$ cat src/hdl/pmux_pkg.sv
// Front-end widths, opcodes, the instruction word union, slot, group and stage structs

package pmux_pkg;

	// ========================================================================
	// Widths and constants
	// ========================================================================

	// Byte address of an instruction
	localparam int PC_W   = 16;
	localparam int INS_W  = 32;
	// One fetched cache line carries eight instructions
	localparam int LINE_W = 256;
	// Instructions handed to decode per group
	localparam int NSLOTS = 4;

	// Reset vector, also reported as the redirect target when no call is found
	localparam logic [PC_W-1:0] RSTPC = 16'hFFC0;

	localparam logic [6:0] OP_NOP = 7'h0B;
	localparam logic [6:0] OP_BSR = 7'h20;
	localparam logic [6:0] OP_JSR = 7'h21;

	// NOP has every field other than the opcode at zero
	localparam logic [INS_W-1:0] NOP_INS = {{(INS_W-7){1'b0}}, OP_NOP};

	// ========================================================================
	// Instruction word
	// ========================================================================

	// Register format, opcode sits in the low bits of the word
	typedef struct packed {
		logic [9:0] func;
		logic [4:0] rb;
		logic [4:0] ra;
		logic [4:0] rt;
		logic [6:0] opcode;
	} r3_t;

	// Branch format, disp is a signed offset for BSR and an absolute target for JSR
	typedef struct packed {
		logic signed [24:0] disp;
		logic [6:0]         opcode;
	} br_t;

	// Both views overlay the same 32 bits, so the opcode lines up in each
	typedef union packed {
		r3_t r3;
		br_t br;
	} ins_word_u;

	// ========================================================================
	// Slot and group structures
	// ========================================================================

	// One decoded slot as handed on to the decoder
	typedef struct packed {
		logic            v;
		logic            hwi;
		logic [2:0]      hwi_level;
		logic            mc;
		logic [PC_W-1:0] pc;
		ins_word_u       ins;
		logic [4:0]      ra;
		logic [4:0]      rb;
		logic [4:0]      rt;
	} slot_t;

	typedef slot_t [NSLOTS-1:0] group_t;

	// Micro-code ROM output, four words read from one address
	typedef struct packed {
		ins_word_u [NSLOTS-1:0] ins;
		logic [11:0]            adr;
	} mc_group_t;

	// Stage 1 result, the aligned window plus the requests captured with it
	typedef struct packed {
		logic [NSLOTS*INS_W-1:0] win;
		logic [PC_W-1:0]         pc;
		logic                    redundant;
		logic                    irq;
		logic [2:0]              irq_level;
		logic                    nmi;
		logic                    mcv;
		logic                    miss;
		logic [PC_W-1:0]         misspc;
	} align_t;

	// Early subroutine redirect toward fetch
	typedef struct packed {
		logic            do_bsr;
		logic [PC_W-1:0] tgt;
	} redirect_t;

endpackage

$ cat src/hdl/branch_redirect.sv
// Stage 3: first subroutine call in the group, its target and the registered redirect
`timescale 1ns/1ps

module branch_redirect (
	input  logic                 clk,
	input  logic                 rst_i,
	input  logic                 advance_i,
	input  logic                 stomp_i,
	input  pmux_pkg::group_t     group_i,
	output pmux_pkg::redirect_t  redirect_o
);

	import pmux_pkg::*;

	logic            found;
	logic [PC_W-1:0] tgt;

	// Scan from the top slot down, so the lowest matching slot is kept
	// The disp field is wider than the PC, so sign extension followed by
	// truncation leaves just its low PC_W bits
	always_comb
	begin
		found = 1'b0;
		tgt   = RSTPC;
		for (int i = NSLOTS - 1; i >= 0; i--)
		begin
			if (group_i[i].v)
			begin
				if (group_i[i].ins.br.opcode == OP_BSR)
				begin
					found = 1'b1;
					tgt   = group_i[i].pc + group_i[i].ins.br.disp[PC_W-1:0];
				end
				else if (group_i[i].ins.br.opcode == OP_JSR)
				begin
					found = 1'b1;
					tgt   = group_i[i].ins.br.disp[PC_W-1:0];
				end
			end
		end
	end

	// Target is payload, held with the group it came from
	always_ff @(posedge clk)
	begin
		if (advance_i)
			redirect_o.tgt <= tgt;
	end

	// A stomped group must not steer fetch
	always_ff @(posedge clk)
	begin
		if (rst_i)
			redirect_o.do_bsr <= 1'b0;
		else if (advance_i)
			redirect_o.do_bsr <= found && !stomp_i;
	end

endmodule

$ cat src/hdl/line_align.sv
// Stage 1 of the instruction mux: line alignment, repeat detection and request capture
`timescale 1ns/1ps

module line_align (
	input  logic                          clk,
	input  logic                          rst_i,
	input  logic                          advance_i,
	input  logic [pmux_pkg::LINE_W-1:0]   line_i,
	input  logic [pmux_pkg::PC_W-1:0]     pc_i,
	input  logic [2:0]                    irq_i,
	input  logic                          nmi_i,
	input  logic                          mc_valid_i,
	input  logic                          branchmiss_i,
	input  logic [pmux_pkg::PC_W-1:0]     misspc_i,
	output pmux_pkg::align_t              align_o
);

	import pmux_pkg::*;

	// Line with four NOPs above it, so a shift never pulls in unknown words
	logic [LINE_W+NSLOTS*INS_W-1:0] ext_line;
	logic [LINE_W+NSLOTS*INS_W-1:0] shifted;
	logic [NSLOTS*INS_W-1:0]        win;

	// Last accepted fetch, used to spot a group that repeats
	logic [NSLOTS*INS_W-1:0]        prev_win;
	logic [PC_W-1:0]                prev_pc;
	logic                           prev_valid;
	logic                           redundant;

	// The word index inside the line comes from PC bits 4:2
	// Each step moves the line down by one 32-bit instruction
	always_comb
	begin
		ext_line = {{NSLOTS{NOP_INS}}, line_i};
		shifted  = ext_line >> {pc_i[4:2], 5'd0};
		win      = shifted[NSLOTS*INS_W-1:0];
	end

	// A refetch of the same PC with the same aligned words adds nothing new
	assign redundant = prev_valid && (prev_pc == pc_i) && (prev_win == win);

	always_ff @(posedge clk)
	begin
		if (advance_i)
		begin
			prev_win <= win;
			prev_pc  <= pc_i;
		end
		if (rst_i)
			prev_valid <= 1'b0;
		else if (advance_i)
			prev_valid <= 1'b1;
	end

	// Payload of the stage register
	always_ff @(posedge clk)
	begin
		if (advance_i)
		begin
			align_o.win       <= win;
			align_o.pc        <= pc_i;
			align_o.irq_level <= irq_i;
			align_o.misspc    <= misspc_i;
		end
	end

	// Requests travel with the line they were sampled with
	always_ff @(posedge clk)
	begin
		if (rst_i)
		begin
			align_o.redundant <= 1'b0;
			align_o.irq       <= 1'b0;
			align_o.nmi       <= 1'b0;
			align_o.mcv       <= 1'b0;
			align_o.miss      <= 1'b0;
		end
		else if (advance_i)
		begin
			align_o.redundant <= redundant;
			align_o.irq       <= |irq_i;
			align_o.nmi       <= nmi_i;
			align_o.mcv       <= mc_valid_i;
			align_o.miss      <= branchmiss_i;
		end
	end

endmodule

$ cat src/hdl/pipeline_mux.sv
// Top level of the instruction-group mux: alignment, four slot extractors and call redirect
`timescale 1ns/1ps

module pipeline_mux (
	input  logic                          clk,
	input  logic                          rst_i,
	input  logic                          advance_i,
	input  logic [pmux_pkg::LINE_W-1:0]   line_i,
	input  logic [pmux_pkg::PC_W-1:0]     pc_i,
	input  logic [2:0]                    irq_i,
	input  logic                          nmi_i,
	input  logic                          mc_valid_i,
	input  pmux_pkg::mc_group_t           mc_i,
	input  logic                          branchmiss_i,
	input  logic [pmux_pkg::PC_W-1:0]     misspc_i,
	input  logic                          stomp_i,
	output pmux_pkg::group_t              group_o,
	output pmux_pkg::redirect_t           redirect_o
);

	import pmux_pkg::*;

	// Stage 1 to stage 2
	align_t align;

	// ========================================================================
	// Stage 1, line alignment
	// ========================================================================

	line_align u_align (
		.clk          (clk),
		.rst_i        (rst_i),
		.advance_i    (advance_i),
		.line_i       (line_i),
		.pc_i         (pc_i),
		.irq_i        (irq_i),
		.nmi_i        (nmi_i),
		.mc_valid_i   (mc_valid_i),
		.branchmiss_i (branchmiss_i),
		.misspc_i     (misspc_i),
		.align_o      (align)
	);

	// Stage 2, one extractor per slot, each picking its own window word
	for (genvar g = 0; g < NSLOTS; g++)
	begin : g_slot
		slot_extract #(
			.SLOT (g)
		) u_slot (
			.clk       (clk),
			.rst_i     (rst_i),
			.advance_i (advance_i),
			.align_i   (align),
			.mc_i      (mc_i),
			.slot_o    (group_o[g])
		);
	end

	// Stage 3 looks at the group already presented to decode
	branch_redirect u_redirect (
		.clk        (clk),
		.rst_i      (rst_i),
		.advance_i  (advance_i),
		.stomp_i    (stomp_i),
		.group_i    (group_o),
		.redirect_o (redirect_o)
	);

endmodule

$ cat src/hdl/slot_extract.sv
// Stage 2 for one slot: instruction source select, interrupt marking, miss nulling, field extract
`timescale 1ns/1ps

module slot_extract #(
	parameter int SLOT = 0
) (
	input  logic                 clk,
	input  logic                 rst_i,
	input  logic                 advance_i,
	input  pmux_pkg::align_t     align_i,
	input  pmux_pkg::mc_group_t  mc_i,
	output pmux_pkg::slot_t      slot_o
);

	import pmux_pkg::*;

	logic [PC_W-1:0] slot_pc;
	ins_word_u       ins;
	logic            from_mc;
	logic            hwi;
	logic [2:0]      hwi_level;
	logic            nulled;

	// Each slot sits one instruction further along than the one below it
	assign slot_pc = align_i.pc + PC_W'(4 * SLOT);

	// ========================================================================
	// Instruction source
	// ========================================================================

	// Micro-code words come straight from the ROM, which answers one cycle
	// after mc_valid_i was captured, so they line up with this stage
	always_comb
	begin
		from_mc = 1'b0;
		if (align_i.mcv)
		begin
			ins     = mc_i.ins[SLOT];
			from_mc = 1'b1;
		end
		else if (align_i.redundant)
			ins = NOP_INS;
		else
			ins = align_i.win[SLOT*INS_W +: INS_W];
	end

	// ========================================================================
	// Interrupt and branch-miss handling
	// ========================================================================

	// An interrupt takes over the whole group, so every slot is marked
	// NMI is always reported at the top level
	assign hwi       = align_i.irq || align_i.nmi;
	assign hwi_level = align_i.nmi ? 3'd7 : align_i.irq_level;

	// Slots before the miss target were already executed on the old path
	assign nulled = align_i.miss && (align_i.misspc > slot_pc);

	// Payload of the slot register
	always_ff @(posedge clk)
	begin
		if (advance_i)
		begin
			slot_o.hwi_level <= hwi_level;
			slot_o.pc        <= slot_pc;
			slot_o.ins       <= ins;
			// Register fields always come from the r3 view
			slot_o.ra        <= ins.r3.ra;
			slot_o.rb        <= ins.r3.rb;
			slot_o.rt        <= ins.r3.rt;
		end
	end

	// Control bits of the slot
	always_ff @(posedge clk)
	begin
		if (rst_i)
		begin
			slot_o.v   <= 1'b0;
			slot_o.hwi <= 1'b0;
			slot_o.mc  <= 1'b0;
		end
		else if (advance_i)
		begin
			slot_o.v   <= !hwi && !nulled;
			slot_o.hwi <= hwi;
			slot_o.mc  <= from_mc;
		end
	end

endmodule

$ cat config.mk
export PLATFORM = sky130hd
export DESIGN_NAME = pipeline_mux
export DESIGN_NICKNAME = d
export VERILOG_FILES = /design/src/hdl/pmux_pkg.sv /design/src/hdl/branch_redirect.sv /design/src/hdl/line_align.sv /design/src/hdl/pipeline_mux.sv /design/src/hdl/slot_extract.sv
export SDC_FILE = /design/constraint.sdc
export NUM_CORES = 1
export LEC_CHECK = 0
export ABC_CLOCK_PERIOD_IN_PS = 4400
export BUFFER_PORTS_ARGS = -buffer_cell sky130_fd_sc_hd__buf_2
export CAP_MARGIN = 10
export CORE_AREA = 2 2 283 285
export DETAILED_ROUTE_END_ITERATION = 8
export DIE_AREA = 0 0 285 287
export PLACE_DENSITY = 0.66
export SKIP_CTS_REPAIR_TIMING = 1
export SYNTH_ARGS = -nofsm -noshare
export SYNTH_HDL_FRONTEND = slang
export SYNTH_SLANG_ARGS = --single-unit
$ cat constraint.sdc
create_clock -name clk -period 4.4 [get_ports clk]
set_input_delay 0 -clock clk [delete_from_list [all_inputs] [get_ports clk]]
set_output_delay 0 -clock clk [all_outputs]
set_load 0.01 [all_outputs]
==> results.json <==
{
  "fin_crit_sh_pct": 85.3,
  "num-nets-final": 3824,
  "critPathCaptureType": "flip-flop",
  "ant_nets": 0,
  "yosys_register_bits": 379,
  "gp_congestion": 0.995,
  "first_pass_iters": 5,
  "peakVddDrop_uv": 236,
  "area_delta_synth_final_pct": 29.7,
  "layout-drive-gt1-share_pct": 28.7,
  "grt_pass1_vias": 22000,
  "clockBufferDepth": 3,
  "power.density_nw_per_um2": 356,
  "ys.flop_type": "edfxtp_1",
  "io_pins": 731,
  "skew_ps": 38.3,
  "rsz0062_at_grt": "false",
  "layout_min_cycle_time_ps": 3750,
  "cp-start-kind": "flip-flop",
  "drt_iter0_drc": 2642,
  "r2r_cells": 13,
  "max_cap_violations": 0,
  "antenna_found_initial": 29,
  "holdPathStages": 3,
  "regToRegSetupSlack_ps": 650,
  "clkSinkCount": 379,
  "core-area_um2": 78600,
  "syn-num-nets": 3008,
  "worstHoldStart": "line_i[215]",
  "drc_errors": 0,
  "clockRootBuffer": "clkbuf_16",
  "grt_pass1_wl_um": 168000,
  "outcome": "finished with violations",
  "wl_met3_um": 11400,
  "min_to": "u_align.prev_win[55]$_DFFE_PP_",
  "clkTransAtPathRegs_ps": 60,
  "top_layer": "met5",
  "dieArea_um2": 81800,
  "crit_required_ps": 4750,
  "via_count": 24200,
  "grt_overflow": 0,
  "synthCells": 2446,
  "via_per_inst": 5.53,
  "insertion_delay_ps": 620,
  "yosysUniqueCellTypes": 79,
  "yosysSeqAreaShare_pct": 42.6,
  "yosys_warnings": 0,
  "finalSetupViolCount": 0,
  "crit_fanout": 8,
  "dp_hpwl_um": 100000,
  "wl_per_cell_um": 28.7,
  "hold_ws_ps": -54.7,
  "total_power_mw": 12.2,
  "leakage_nw": 14.7,
  "cts_made_buffers": 48,
  "met2_wirelength_um": 56600,
  "wirelength_met1_um": 51800,
  "relSlewSlack_pct": 21.3,
  "fp.dieH_um": 287,
  "tightest_slew_ps": 1180,
  "grt_usage_pct": 29.1,
  "syn_area_um2": 26400,
  "io_buffers": 718,
  "rows": 103,
  "cts_tree": "done",
  "worstPathArrival_ps": 4110,
  "wl_um": 125000,
  "final_cell_mix": "buf_2, edfxtp_1, dlygate4sd3_1, nand2_1",
  "r2r-end": "u_redirect.redirect_o[14]$_DFFE_PP_",
  "synth_edf_count": 366,
  "slew_violations": 0,
  "post_synth.cell_area_avg_um2": 10.8,
  "fillers": 7490,
  "hold_class": "in2reg",
  "max_freq_mhz": 266,
  "initial_core_util_pct": 33.6,
  "finalHoldViolCount": 17,
  "layout_commonest_cell": "buf_2",
  "chipWidth_um": 285,
  "r2r_start": "g_slot[0].u_slot.slot_o[47]$_DFFE_PP_",
  "htree_levels": 2,
  "fin_util_pct": 43.6,
  "crit_type": "reg2reg",
  "finalSetupTns_ps": 0,
  "synth-async-reset-ratio_pct": 0,
  "violations": "negative hold slack",
  "grt_max_degree": 161
}
## sequential cells by signal, summed over array words and instances (netlist names)
register and count:
u_align.prev_pc 16, u_align.prev_valid 1, u_align.prev_win 128, u_align.align_o 24
g_slot.u_slot.slot_o 193, u_redirect.redirect_o 17
## final cells by class
cell class	count	area (um^2)	share of cell area [%]
diodes	20	50.0	0.146
clock buffers	57	1280	3.73
clock inverters	31	303	0.884
inverters	115	434	1.27
multi-input cells	1738	13400	39.1
flip-flops and latches	379	11300	32.9
well taps	1050	1310	3.84
repair buffers	980	6240	18.2
## worst max-delay path, cell delays in order (launching register included)
cell and delay (ps):
edfxtp_1 710, ha_1 290, inv_1 60, fa_1 400, nor2b_1 130, o21a_1 140, o21ai_1 80, a211oi_1 350
or2_1 180, a31oi_1 110, mux2i_1 150, a21oi_1 170, a211oi_1 130, or4_1 570
## metrics by stage
| step | area [um^2] | hold slack, ps | instances | setup WS (ps) |
|---|---|---|---|---|
| after floorplan | 26400 | 78.7 | 2446 | 1200 |
| after global placement | 30500 | 178 | 4045 | 814 |
| after detailed placement | 30500 | 178 | 4045 | 752 |
| after CTS | 32000 | -470 | 4133 | 732 |
| after global routing | 34200 | -7.14 | 4366 | 386 |
| final | 34300 | -54.7 | 4370 | 646 |
## synthesized netlist by cell type (15+ instances only)
library cell / number / area [um^2]
nor3_1: 24 / 120
o211ai_1: 22 / 165
mux2i_1: 175 / 1750
nand4_1: 31 / 194
ha_1: 120 / 1500
a21oi_1: 158 / 791
xnor2_1: 134 / 1170
edfxtp_1: 366 / 11000
nand3_1: 24 / 120
a21o_1: 26 / 195
buf_6: 18 / 203
o21ai_1: 20 / 100
nor4_1: 24 / 150
xor2_1: 67 / 587
mux2_2: 18 / 203
buf_4: 100 / 751
o21ai_0: 95 / 475
buf_2: 32 / 160
o22ai_1: 45 / 282
nor2_1: 176 / 661
inv_1: 111 / 417
nand2_1: 192 / 721
clkbuf_1: 54 / 203
nor2b_1: 15 / 93.8
mux4_2: 65 / 1460
a22o_1: 118 / 1030
## power breakdown
group	total (mW)	switching, mW	internal, mW
Clock	4.08	1.75	2.33
Sequential	4.93	0.540	4.39
Combinational	3.19	1.79	1.40
Total	12.2	4.08	8.12
## how the worst max path moves through the flow
stage,slack (ps),to,from
3_5_place_dp,750,u_redirect.redirect_o[14]$_DFFE_PP_,g_slot[0].u_slot.slot_o[47]$_DFFE_PP_
5_1_grt,390,g_slot[3].u_slot.slot_o[68]$_SDFFE_PP0P_,u_align.prev_pc[4]$_DFFE_PP_
4_1_cts,730,u_redirect.redirect_o[14]$_DFFE_PP_,g_slot[0].u_slot.slot_o[47]$_DFFE_PP_
6_report,650,u_redirect.redirect_o[14]$_DFFE_PP_,g_slot[0].u_slot.slot_o[47]$_DFFE_PP_
2_1_floorplan,1200,g_slot[3].u_slot.slot_o[68]$_SDFFE_PP0P_,u_align.prev_pc[3]$_DFFE_PP_
3_3_place_gp,810,g_slot[3].u_slot.slot_o[68]$_SDFFE_PP0P_,u_align.prev_pc[4]$_DFFE_PP_
## cell families (layout without fill, tap and decap cells)
kind of cell / Yosys count / in the layout / synth area share (%)
AO/OA/AOI/OAI: 599 / 599 / 15.3
AND/OR/NAND/NOR: 550 / 550 / 9.48
flip-flops: 379 / 379 / 42.6
buffers and inverters: 329 / 1183 / 6.81
multiplexers: 264 / 264 / 13.2
XOR/XNOR: 201 / 201 / 6.66
adder cells (fa/ha/maj): 124 / 124 / 5.99
other: 0 / 20 / 0
## layer usage
| layer | vias up | GRT usage (%) |
|---|---|---|
| met5 | - | 0 |
| met2 | 1452 | 46.2 |
| met4 | 8 | 11.4 |
| met3 | 250 | 5.66 |
| li1 | 10800 | - |
| met1 | 11700 | 39.1 |
No activity file was read; power rests on OpenSTA's default activity.
